==> config.mk <==
export PLATFORM = sky130hd
export DESIGN_NAME = lsu_top
export DESIGN_NICKNAME = d
export VERILOG_FILES = /design/src/hw/lsu_pkg.sv /design/src/hw/ls_decode.sv /design/src/hw/ls_queue.sv /design/src/hw/apb_mem_master.sv /design/src/hw/load_result.sv /design/src/hw/lsu_top.sv
export VERILOG_INCLUDE_DIRS = /design/src /design/src/hw
export SDC_FILE = /design/constraint.sdc
export NUM_CORES = 2
export LEC_CHECK = 0
export BUFFER_PORTS_ARGS = -buffer_cell sky130_fd_sc_hd__buf_2
export CORE_MARGIN = 2
export CORE_UTILIZATION = 40
export DETAILED_ROUTE_END_ITERATION = 16
export GPL_TIMING_DRIVEN = 0
export PLACE_DENSITY_LB_ADDON = 0.25
export RECOVER_POWER = 25
export SLEW_MARGIN = 40
export SYNTH_ARGS = -nofsm -noshare
export SYNTH_HDL_FRONTEND = slang
export SYNTH_SLANG_ARGS = --single-unit
==> constraint.sdc <==
create_clock -name clk -period 11 [get_ports clk]
set_input_delay 2.2 -clock clk [delete_from_list [all_inputs] [get_ports clk]]
set_output_delay 2.2 -clock clk [all_outputs]
set_load 0.02 [all_outputs]
==> src/hw/lsu_config.svh <==
`ifndef LSU_CONFIG_SVH
`define LSU_CONFIG_SVH

// reorder-buffer tag width
`define TAG_W 4

// load/store queue entries
`define LSQ_DEPTH 8

`endif

==> src/hw/lsu_pkg.sv <==
`include "lsu_config.svh"

package lsu_pkg;

	typedef enum logic [6:0] {
		op_load  = 7'b0000011,
		op_store = 7'b0100011,
		op_imm   = 7'b0010011
	} opcode_t;

	typedef enum logic [2:0] {
		lb  = 3'b000,
		lh  = 3'b001,
		lw  = 3'b010,
		lbu = 3'b100,
		lhu = 3'b101
	} load_funct3_t;

	typedef enum logic [2:0] {
		sb = 3'b000,
		sh = 3'b001,
		sw = 3'b010
	} store_funct3_t;

	typedef logic [`TAG_W-1:0] tag_t;

	// addr and data hold the producer tag in their low bits while *_is_tag is set
	typedef struct packed {
		logic        is_store;
		logic [2:0]  funct3;
		tag_t        rd_tag;
		logic [31:0] addr;
		logic        addr_is_tag;
		logic [31:0] imm;
		logic [31:0] data;
		logic        data_is_tag;
	} lsq_entry_t;

endpackage

==> src/hw/ls_decode.sv <==
`timescale 1ns/10ps

module ls_decode (
	input  logic                disp_valid,
	input  logic [31:0]         disp_instr,
	input  lsu_pkg::tag_t       disp_tag,
	input  logic [31:0]         base_value,
	input  logic                base_busy,
	input  logic [31:0]         store_value,
	input  logic                store_busy,
	output logic                enq,
	output lsu_pkg::lsq_entry_t enq_entry
);

	import lsu_pkg::*;

	opcode_t     opcode;
	logic [2:0]  funct3;
	logic        is_load;
	logic        is_store;
	logic [31:0] i_imm;
	logic [31:0] s_imm;
	logic [31:0] imm;

	assign opcode   = opcode_t'(disp_instr[6:0]);
	assign funct3   = disp_instr[14:12];
	assign is_load  = opcode == op_load;
	assign is_store = opcode == op_store;

	// sign-extended offsets, I-type for loads, S-type for stores
	assign i_imm = {{20{disp_instr[31]}}, disp_instr[31:20]};
	assign s_imm = {{20{disp_instr[31]}}, disp_instr[31:25], disp_instr[11:7]};
	assign imm   = is_store ? s_imm : i_imm;

	// anything but a load or store is dropped here
	assign enq = disp_valid && (is_load || is_store);

	always_comb begin
		enq_entry          = '0;
		enq_entry.is_store = is_store;
		enq_entry.funct3   = funct3;
		enq_entry.rd_tag   = disp_tag;
		enq_entry.imm      = imm;

		// busy base keeps the producer tag until the cdb wakes it
		enq_entry.addr_is_tag = base_busy;
		if (base_busy) begin
			enq_entry.addr = base_value;
		end else begin
			enq_entry.addr = base_value + imm;
		end

		// loads carry no store data
		if (is_store) begin
			enq_entry.data        = store_value;
			enq_entry.data_is_tag = store_busy;
		end
	end

endmodule

==> src/hw/ls_queue.sv <==
`timescale 1ns/10ps
`include "lsu_config.svh"

module ls_queue (
	input  logic                clk,
	input  logic                rst,
	input  logic                enq,
	input  lsu_pkg::lsq_entry_t enq_entry,
	input  logic                cdb_valid,
	input  lsu_pkg::tag_t       cdb_tag,
	input  logic [31:0]         cdb_data,
	input  logic                commit_valid,
	input  lsu_pkg::tag_t       commit_tag,
	input  logic                issue_ready,
	input  logic                done,
	output logic                disp_ready,
	output logic                issue_valid,
	output lsu_pkg::lsq_entry_t issue_entry
);

	import lsu_pkg::*;

	localparam int PTR_W = $clog2(`LSQ_DEPTH);

	lsq_entry_t       entries [`LSQ_DEPTH];
	logic [PTR_W-1:0] head;
	logic [PTR_W-1:0] tail;
	logic [PTR_W:0]   count;
	logic             issued;

	logic             full;
	logic             do_enq;
	logic             do_deq;
	logic             issue_fire;
	logic [PTR_W-1:0] sel_idx;
	logic             avail;
	logic             operands_ready;
	lsq_entry_t       head_entry;

	function automatic logic [PTR_W-1:0] next_ptr(input logic [PTR_W-1:0] p);
		if (p == PTR_W'(`LSQ_DEPTH - 1)) begin
			return '0;
		end
		return p + 1'b1;
	endfunction

	// capture a cdb broadcast into any operand waiting on its tag
	function automatic lsq_entry_t wake(
		input lsq_entry_t  e,
		input logic        v,
		input tag_t        t,
		input logic [31:0] d
	);
		lsq_entry_t w;
		w = e;
		if (v && e.addr_is_tag && e.addr[`TAG_W-1:0] == t) begin
			w.addr        = d + e.imm;
			w.addr_is_tag = 1'b0;
		end
		if (v && e.data_is_tag && e.data[`TAG_W-1:0] == t) begin
			w.data        = d;
			w.data_is_tag = 1'b0;
		end
		return w;
	endfunction

	assign full       = count == (PTR_W + 1)'(`LSQ_DEPTH);
	assign disp_ready = ~full;
	assign do_enq     = enq && ~full;
	assign do_deq     = done;

	// on done the head retires this edge, so offer the one behind it
	assign sel_idx    = done ? next_ptr(head) : head;
	assign avail      = done ? (count > (PTR_W + 1)'(1)) : (count != '0);
	assign head_entry = entries[sel_idx];

	always_comb begin
		operands_ready = ~head_entry.addr_is_tag;
		if (head_entry.is_store) begin
			operands_ready = operands_ready && ~head_entry.data_is_tag &&
				commit_valid && (commit_tag == head_entry.rd_tag);
		end
	end

	assign issue_valid = avail && (done || ~issued) && operands_ready;
	assign issue_entry = head_entry;
	assign issue_fire  = issue_valid && issue_ready;

	always_ff @(posedge clk) begin
		if (rst) begin
			head   <= '0;
			tail   <= '0;
			count  <= '0;
			issued <= 1'b0;
		end else begin
			if (do_enq) begin
				tail <= next_ptr(tail);
			end
			if (do_deq) begin
				head <= next_ptr(head);
			end
			case ({do_enq, do_deq})
				2'b10:   count <= count + 1'b1;
				2'b01:   count <= count - 1'b1;
				default: count <= count;
			endcase
			// set for whichever entry is head after this edge
			if (issue_fire) begin
				issued <= 1'b1;
			end else if (do_deq) begin
				issued <= 1'b0;
			end
		end
	end

	always_ff @(posedge clk) begin
		for (int i = 0; i < `LSQ_DEPTH; i++) begin
			entries[i] <= wake(entries[i], cdb_valid, cdb_tag, cdb_data);
		end
		// a new entry can be woken in the same cycle it arrives
		if (do_enq) begin
			entries[tail] <= wake(enq_entry, cdb_valid, cdb_tag, cdb_data);
		end
	end

endmodule

==> src/hw/apb_mem_master.sv <==
`timescale 1ns/10ps

module apb_mem_master (
	input  logic                clk,
	input  logic                rst,
	input  logic                issue_valid,
	input  lsu_pkg::lsq_entry_t issue_entry,
	input  logic [31:0]         prdata,
	input  logic                pready,
	output logic                issue_ready,
	output logic                psel,
	output logic                penable,
	output logic                pwrite,
	output logic [31:0]         paddr,
	output logic [31:0]         pwdata,
	output logic [3:0]          pstrb,
	output logic                done,
	output logic [31:0]         done_rdata,
	output lsu_pkg::lsq_entry_t done_entry
);

	import lsu_pkg::*;

	typedef enum logic [1:0] {
		st_idle,
		st_setup,
		st_access
	} state_t;

	state_t     state;
	lsq_entry_t cur;
	logic [1:0] offset;

	assign issue_ready = state == st_idle;
	assign offset      = cur.addr[1:0];

	// everything below comes from cur, so it holds through the access phase
	assign psel    = state != st_idle;
	assign penable = state == st_access;
	assign pwrite  = cur.is_store;
	assign paddr   = {cur.addr[31:2], 2'b00};
	assign pwdata  = cur.data << {offset, 3'b000};

	always_comb begin
		pstrb = 4'b0000;
		if (cur.is_store) begin
			case (store_funct3_t'(cur.funct3))
				sb:      pstrb = 4'b0001 << offset;
				sh:      pstrb = 4'b0011 << offset;
				sw:      pstrb = 4'b1111;
				default: pstrb = 4'b0000;
			endcase
		end
	end

	always_ff @(posedge clk) begin
		if (rst) begin
			state <= st_idle;
			done  <= 1'b0;
		end else begin
			done <= 1'b0;
			case (state)
				st_idle: begin
					if (issue_valid) begin
						state <= st_setup;
					end
				end
				st_setup: state <= st_access;
				st_access: begin
					if (pready) begin
						state <= st_idle;
						done  <= 1'b1;
					end
				end
				default: state <= st_idle;
			endcase
		end
	end

	always_ff @(posedge clk) begin
		if (issue_valid && issue_ready) begin
			cur <= issue_entry;
		end
		if (state == st_access && pready) begin
			done_rdata <= prdata;
			done_entry <= cur;
		end
	end

endmodule

==> src/hw/load_result.sv <==
`timescale 1ns/10ps

module load_result (
	input  logic                clk,
	input  logic                rst,
	input  logic                done,
	input  logic [31:0]         done_rdata,
	input  lsu_pkg::lsq_entry_t done_entry,
	output logic                res_valid,
	output lsu_pkg::tag_t       res_tag,
	output logic [31:0]         res_data
);

	import lsu_pkg::*;

	logic [31:0] shifted;
	logic [31:0] load_value;

	// addressed byte lane down to bit 0
	assign shifted = done_rdata >> {done_entry.addr[1:0], 3'b000};

	always_comb begin
		case (load_funct3_t'(done_entry.funct3))
			lb:      load_value = {{24{shifted[7]}}, shifted[7:0]};
			lh:      load_value = {{16{shifted[15]}}, shifted[15:0]};
			lw:      load_value = shifted;
			lbu:     load_value = {24'd0, shifted[7:0]};
			lhu:     load_value = {16'd0, shifted[15:0]};
			default: load_value = shifted;
		endcase
	end

	always_ff @(posedge clk) begin
		if (rst) begin
			res_valid <= 1'b0;
		end else begin
			res_valid <= done;
		end
	end

	always_ff @(posedge clk) begin
		if (done) begin
			res_tag  <= done_entry.rd_tag;
			res_data <= done_entry.is_store ? done_entry.data : load_value;
		end
	end

endmodule

==> src/hw/lsu_top.sv <==
`timescale 1ns/10ps

module lsu_top (
	input  logic          clk,
	input  logic          rst,
	input  logic          disp_valid,
	input  logic [31:0]   disp_instr,
	input  lsu_pkg::tag_t disp_tag,
	input  logic [31:0]   base_value,
	input  logic          base_busy,
	input  logic [31:0]   store_value,
	input  logic          store_busy,
	output logic          disp_ready,
	input  logic          cdb_valid,
	input  lsu_pkg::tag_t cdb_tag,
	input  logic [31:0]   cdb_data,
	input  logic          commit_valid,
	input  lsu_pkg::tag_t commit_tag,
	output logic          psel,
	output logic          penable,
	output logic          pwrite,
	output logic [31:0]   paddr,
	output logic [31:0]   pwdata,
	output logic [3:0]    pstrb,
	input  logic [31:0]   prdata,
	input  logic          pready,
	output logic          res_valid,
	output lsu_pkg::tag_t res_tag,
	output logic [31:0]   res_data
);

	import lsu_pkg::*;

	logic        enq;
	lsq_entry_t  enq_entry;
	logic        issue_valid;
	logic        issue_ready;
	lsq_entry_t  issue_entry;
	logic        done;
	logic [31:0] done_rdata;
	lsq_entry_t  done_entry;

	ls_decode u_ls_decode (
		.disp_valid  (disp_valid),
		.disp_instr  (disp_instr),
		.disp_tag    (disp_tag),
		.base_value  (base_value),
		.base_busy   (base_busy),
		.store_value (store_value),
		.store_busy  (store_busy),
		.enq         (enq),
		.enq_entry   (enq_entry)
	);

	ls_queue u_ls_queue (
		.clk          (clk),
		.rst          (rst),
		.enq          (enq),
		.enq_entry    (enq_entry),
		.cdb_valid    (cdb_valid),
		.cdb_tag      (cdb_tag),
		.cdb_data     (cdb_data),
		.commit_valid (commit_valid),
		.commit_tag   (commit_tag),
		.issue_ready  (issue_ready),
		.done         (done),
		.disp_ready   (disp_ready),
		.issue_valid  (issue_valid),
		.issue_entry  (issue_entry)
	);

	apb_mem_master u_apb_mem_master (
		.clk         (clk),
		.rst         (rst),
		.issue_valid (issue_valid),
		.issue_entry (issue_entry),
		.prdata      (prdata),
		.pready      (pready),
		.issue_ready (issue_ready),
		.psel        (psel),
		.penable     (penable),
		.pwrite      (pwrite),
		.paddr       (paddr),
		.pwdata      (pwdata),
		.pstrb       (pstrb),
		.done        (done),
		.done_rdata  (done_rdata),
		.done_entry  (done_entry)
	);

	load_result u_load_result (
		.clk        (clk),
		.rst        (rst),
		.done       (done),
		.done_rdata (done_rdata),
		.done_entry (done_entry),
		.res_valid  (res_valid),
		.res_tag    (res_tag),
		.res_data   (res_data)
	);

endmodule

# == After elaboration in Yosys (flattened, before gate mapping) ==
# Memory sizes are Yosys's and may differ from the RTL's.
# Cells that the tools add are included.
# word_totals
ff_bits,197
mem_bits_rw,848
n_memories,1
# classes
n_addsub,14
n_lt_le_gt_ge,1
eq_ne,35
shifts,4
muxes,50
bitwise_logic,5
reduce_logical,56
# memory_table
name,depth,width,rd,rd_ports_with_merged_regs,wr,line_no,source
u_ls_queue.entries,8,106,9,0,9,ls_queue.sv:25,lsq_entry_t entries [`LSQ_DEPTH];
# op_table
operator,n
$mux W33,21
$add A32 B32 Y32,10
$pmux W32 S4,1
$eq A4 B4 Y1,19
$mux W32,2
$logic_and A1 B1 Y1,45
$shl A32 B5 Y32,1
$shr A32 B5 Y32,1
$mux W3,6
$mux W1,13
$eq A3 B3 Y1 const B,4
$pmux W4 S3,1
$pmux W4 S2,1
$eq A7 B2 Y1 const B,1
$eq A7 B6 Y1 const B,1
$add A3 B1 Y3 const B,2
$eq A3 B1 Y1 const B,2
$logic_not A3 Y1,2
$pmux W2 S3,1
$reduce_bool A2 Y1,3
$mux W5,1
$not A1 Y1,5
$add A4 B1 Y4 const B,1
$eq A2 B1 Y1 const B,2
15 further kinds,19

# == Logic depth before layout (Yosys ltp) ==
# An unclocked memory read counts as a cell.
# depth
ltp_word,13
mapped_depth,19

# == Hierarchy ==
# Synthesis repeated with hierarchy kept, for this count alone.
# unflattened
hier_cells,6492
area_unflattened_um2,67056.8
# modules_own_cells
mod,instances,cells_each,area_each_um2,seq_area_each_um2
ls_queue,1,5548,54108.1,25684.6
apb_mem_master,1,368,8326.7,7387.1
ls_decode,1,376,2492.4,0.0
load_result,1,200,2129.5,1101.1

# == Least setup slack after synthesis ==
# No wires, ideal clock.
# synth_timing
kind,flip-flop to flip-flop
startpoint,register u_apb_mem_master.done
endpoint,register u_apb_mem_master.cur[100] in the netlist's numbering (enable)
setup_time_ns,0.504
arrival_ns,5.994
path_slack_ns,4.502
path_stages_with_launch,10
n_path_buf,5
cell_sequence,dfxtp_1 buf_2 buf_2 buf_2 mux2i_1 buf_2 buf_2 mux2i_1 o311ai_0 nor2_1
# synth_between
elab_chain_len,9
word_cells_on_any_way,14
cone_classes,eq/ne (1); mux (3); bitwise (2); reduce/logical (7); memory (1)
# synth_rtl
element,line_no,source
"start, declared",apb_mem_master.sv:17,"output logic done,"
"start signal, assigned",apb_mem_master.sv:59,done <= 1'b0;
"start signal, assigned",apb_mem_master.sv:61,done <= 1'b0;
"start signal, assigned",apb_mem_master.sv:72,done <= 1'b1;
"parallel branches: the longest is 7 deep, another holds $mem_v2 Z8 W106",n/a,
$logic_and A1 B1 Y1 *,ls_queue.sv:85,assign issue_valid = avail && (done || ~issued) && operands_ready;
$logic_and A1 B1 Y1 *,n/a,
net u_ls_queue.issue_fire,ls_queue.sv:34,logic issue_fire;
"end signal, assigned",apb_mem_master.sv:82,cur <= issue_entry;
"end, declared",apb_mem_master.sv:31,lsq_entry_t cur;
# Mark *: on every way through the listed nets, which the timed path passes.
# A chain may end at the register's enable or synchronous reset.

==> qor.csv <==
metric,value,unit
Synth top area share,46.9,%
Mean Syn Cell Area,10.8,µm²
postcts setup bufs,0,
Synth Cell Area,55700,µm²
I/O Pins,289,
final setup fails,0,
P_int,6.08,mW
Die X,377,µm
period utilization,74.4,%
initial antenna violation count,18,
GR Util met1,32.5,%
routed length per instance,26.3,µm
CP max FO,17,
Critical R2R Launch,u_apb_mem_master.done$_SDFF_PP0_,
CP Launch Point,disp_instr[4],
Core ar.,138000,µm²
WP data arrival,8620,ps
synth unique cells,103,
main flop type after synthesis,edfxtp_1,
worst setup path end,u_ls_queue.entries[7][70]$_DFFE_PP_,
Post-Route WL,197000,µm
main area contributors after synthesis,"edfxtp_1, ha_1, mux4_2, o21ai_0, nand2_1",
Clk Tree Root Cell,clkbuf_16,
Max Cap Viol,4,
hold_buf cts,0,
GR Layer Usage met2,46.8,%
CP Capture Type,flop,
HP Class,flop to flop,
Final Hold Vio Count,0,
Bufs on Longest Clock Path,3,
Worst VDD drop,0.130,mV
largest area contributor in the netlist,edfxtp_1,
crit path kind,primary input to flop,
Cell Rows,136,
highest-count cells in the layout ignoring fill and taps,"edfxtp_1, nand2_1, o21ai_0, a21oi_1, ha_1",
GRT overflow,0,
FF-to-FF path depth,12,
"commonest non-fill, non-tap cell in the layout",edfxtp_1,
hold path depth,0,
chip height,377,µm
relative slew slack,-133,%
Yosys reg bits,885,
GRT busiest layer,met2,
vias in the first global route,44400,
Switch Pwr,2.12,mW
Initial Util,40.4,%
yosys warns,0,
clock sinks,885,
Port Buffers,275,
Mapped Cells,5161,
Max H-tree Level,3,
Layout Nets,6099,
Routability Congestion,0.966,
"setup slack, reg-to-reg",3510,ps
cts bufs inserted,100,
pin count of the biggest net entering global routing,52,
Post-synth ARST share,0,%
Logic pwr share,12.5,%
PostCTS Resize Cnt,0,
status,"complete, but fails checks",
CP required,11440,ps
die area,142000,µm²
switch share,25.9,%
CTS tree,built,
Via density,5.97,
worst-margin pin slew,3500,ps
Fmax,0.122,GHz
P&R area growth vs syn,14.2,%
Sequential Power Share,45.6,%
Clock Latency Late Sink,740,ps
worst clock skew,49.9,ps
crit path time final,8180,ps
Total GRT Usage,27.1,%
Post-synth EDFFs,870,
Clk network pwr share,41.9,%
clock edge transition at the registers on the reported setup and hold paths,60,ps
Lkg Pwr,24.4,nW
share of layout cells above drive strength 1,14.7,%
post-DP HPWL,150000,µm
Post-Place Cells,7276,
Vias,44600,
"Seq/Total Area, Yosys",47.4,%
first-pass GRT wire length,284000,µm
R2R Path End,u_apb_mem_master.cur[28]$_DFFE_PP_,
initial drt markers,4415,
Final Slew Violations,165,
Power per Cell Area,129,nW/µm²
crit path launch type,primary input,
DRC errors left,0,
fin cells,7470,
Final ANT Viol Nets,0,
violated checks,"max-capacitance violations, max-slew violations",
GR Util met3,3.94,%
unrepaired setup endpoints after global routing,no,
1st-pass router iterations,6,
"Core Util, Final",46.2,%
power by group through the flow:
stage,clock (mW),sequential [mW],combinational (mW)
after detailed placement,0,3.81,1.00
after CTS,3.48,3.74,1.01
after global routing,3.60,3.74,1.12
final,3.44,3.74,1.03
after global placement,0,3.81,0.979
after floorplan,0,3.81,0.683
state kept, by name, summed over array words and instances, names as in the netlist:
name and count:
u_ls_queue.tail 3, u_load_result.res_tag 4, u_load_result.res_data 32, u_apb_mem_master.done_entry 42
u_apb_mem_master.pwrite 1, u_apb_mem_master.paddr 30, u_ls_queue.count 4, u_ls_queue.head 3
u_load_result.res_valid 1, u_ls_queue.entries 688, u_apb_mem_master.state 2, u_ls_queue.issued 1
u_apb_mem_master.done_rdata 32, u_apb_mem_master.cur 41, u_apb_mem_master.done 1
critical path, stage by stage:
cell and delay (ps):
buf_2 90, nor4_1 240, and3_1 200, and2_1 120
clkbuf_1 320, clkbuf_1 1010, mux2_1 800, ha_1 370
a21oi_1 210, nand2_1 100, xnor2_1 120, o21ai_0 430
xnor2_1 200, and3_1 460, clkbuf_1 650, nor2_1 160
a31oi_2 640, o21ai_0 270
worst min path at each step:
stage / from / end
2_1_floorplan: u_apb_mem_master.cur[100]$_DFFE_PP_ / u_apb_mem_master.done_entry[100]$_DFFE_PP_
5_1_grt: u_apb_mem_master.done_entry[99]$_DFFE_PP_ / u_load_result.res_tag[1]$_DFFE_PP_
3_5_place_dp: u_apb_mem_master.cur[100]$_DFFE_PP_ / u_apb_mem_master.done_entry[100]$_DFFE_PP_
4_1_cts: u_apb_mem_master.cur[100]$_DFFE_PP_ / u_apb_mem_master.done_entry[100]$_DFFE_PP_
6_report: u_apb_mem_master.cur[100]$_DFFE_PP_ / u_apb_mem_master.done_entry[100]$_DFFE_PP_
3_3_place_gp: u_apb_mem_master.done_entry[99]$_DFFE_PP_ / u_load_result.res_tag[1]$_DFFE_PP_
area by class of cell:
type	instances	area, µm²
clock inverter	63	704
clock buffer	119	2580
sequential	885	26400
timing repair buffer	325	2060
buffer	282	1370
fill	12800	74200
inverter	116	442
antenna	7	17.5
multi-input combinational	3879	27800
tap	1794	2240
cell usage after synthesis (22+ instances only):
| library cell | n |
|---|---|
| mux2_2 | 81 |
| nor3_1 | 56 |
| xor2_1 | 102 |
| o211ai_1 | 34 |
| nand3_1 | 109 |
| or3_1 | 33 |
| buf_2 | 38 |
| nor2b_1 | 57 |
| clkbuf_1 | 151 |
| buf_4 | 60 |
| and2_1 | 22 |
| xnor2_1 | 228 |
| o21ai_1 | 50 |
| mux4_2 | 139 |
| o21ai_0 | 599 |
| edfxtp_1 | 870 |
| o21a_1 | 35 |
| a211oi_1 | 45 |
| a21oi_1 | 370 |
| inv_1 | 109 |
| buf_1 | 32 |
| nand2b_1 | 62 |
| a31oi_1 | 29 |
| mux2i_1 | 81 |
| nor2_1 | 270 |
| and3_1 | 32 |
| a21o_1 | 149 |
| o21bai_1 | 26 |
| nand2_1 | 654 |
| ha_1 | 320 |
through the flow:
stage	power (mW)	area (µm²)	setup TNS (ps)	hold slack [ps]	worst slack, ps
final	8.20	63600	0	408	2820
after global routing	8.47	63600	0	416	2630
after CTS	8.23	63700	0	410	3550
after detailed placement	4.81	60400	0	405	2780
after global placement	4.79	59300	-11420	405	-181
after floorplan	4.49	55700	0	400	4500
metal layers:
metal | wire, µm | vias to the layer above
met1 | 74800 | 21800
li1 | - | 20300
met2 | 95400 | 2063
met4 | 11500 | 4
met5 | 34 | -
met3 | 14900 | 463
logic make-up after synthesis:
logic type	synth area share, %
mux	8.75
buf+inv	3.18
xor+xnor	5.19
fa+ha+maj	7.55
flops	47.4
other cells	0.00673
compound gates	16.9
simple gates	11.0
No activity file was read; power rests on OpenSTA's default activity.
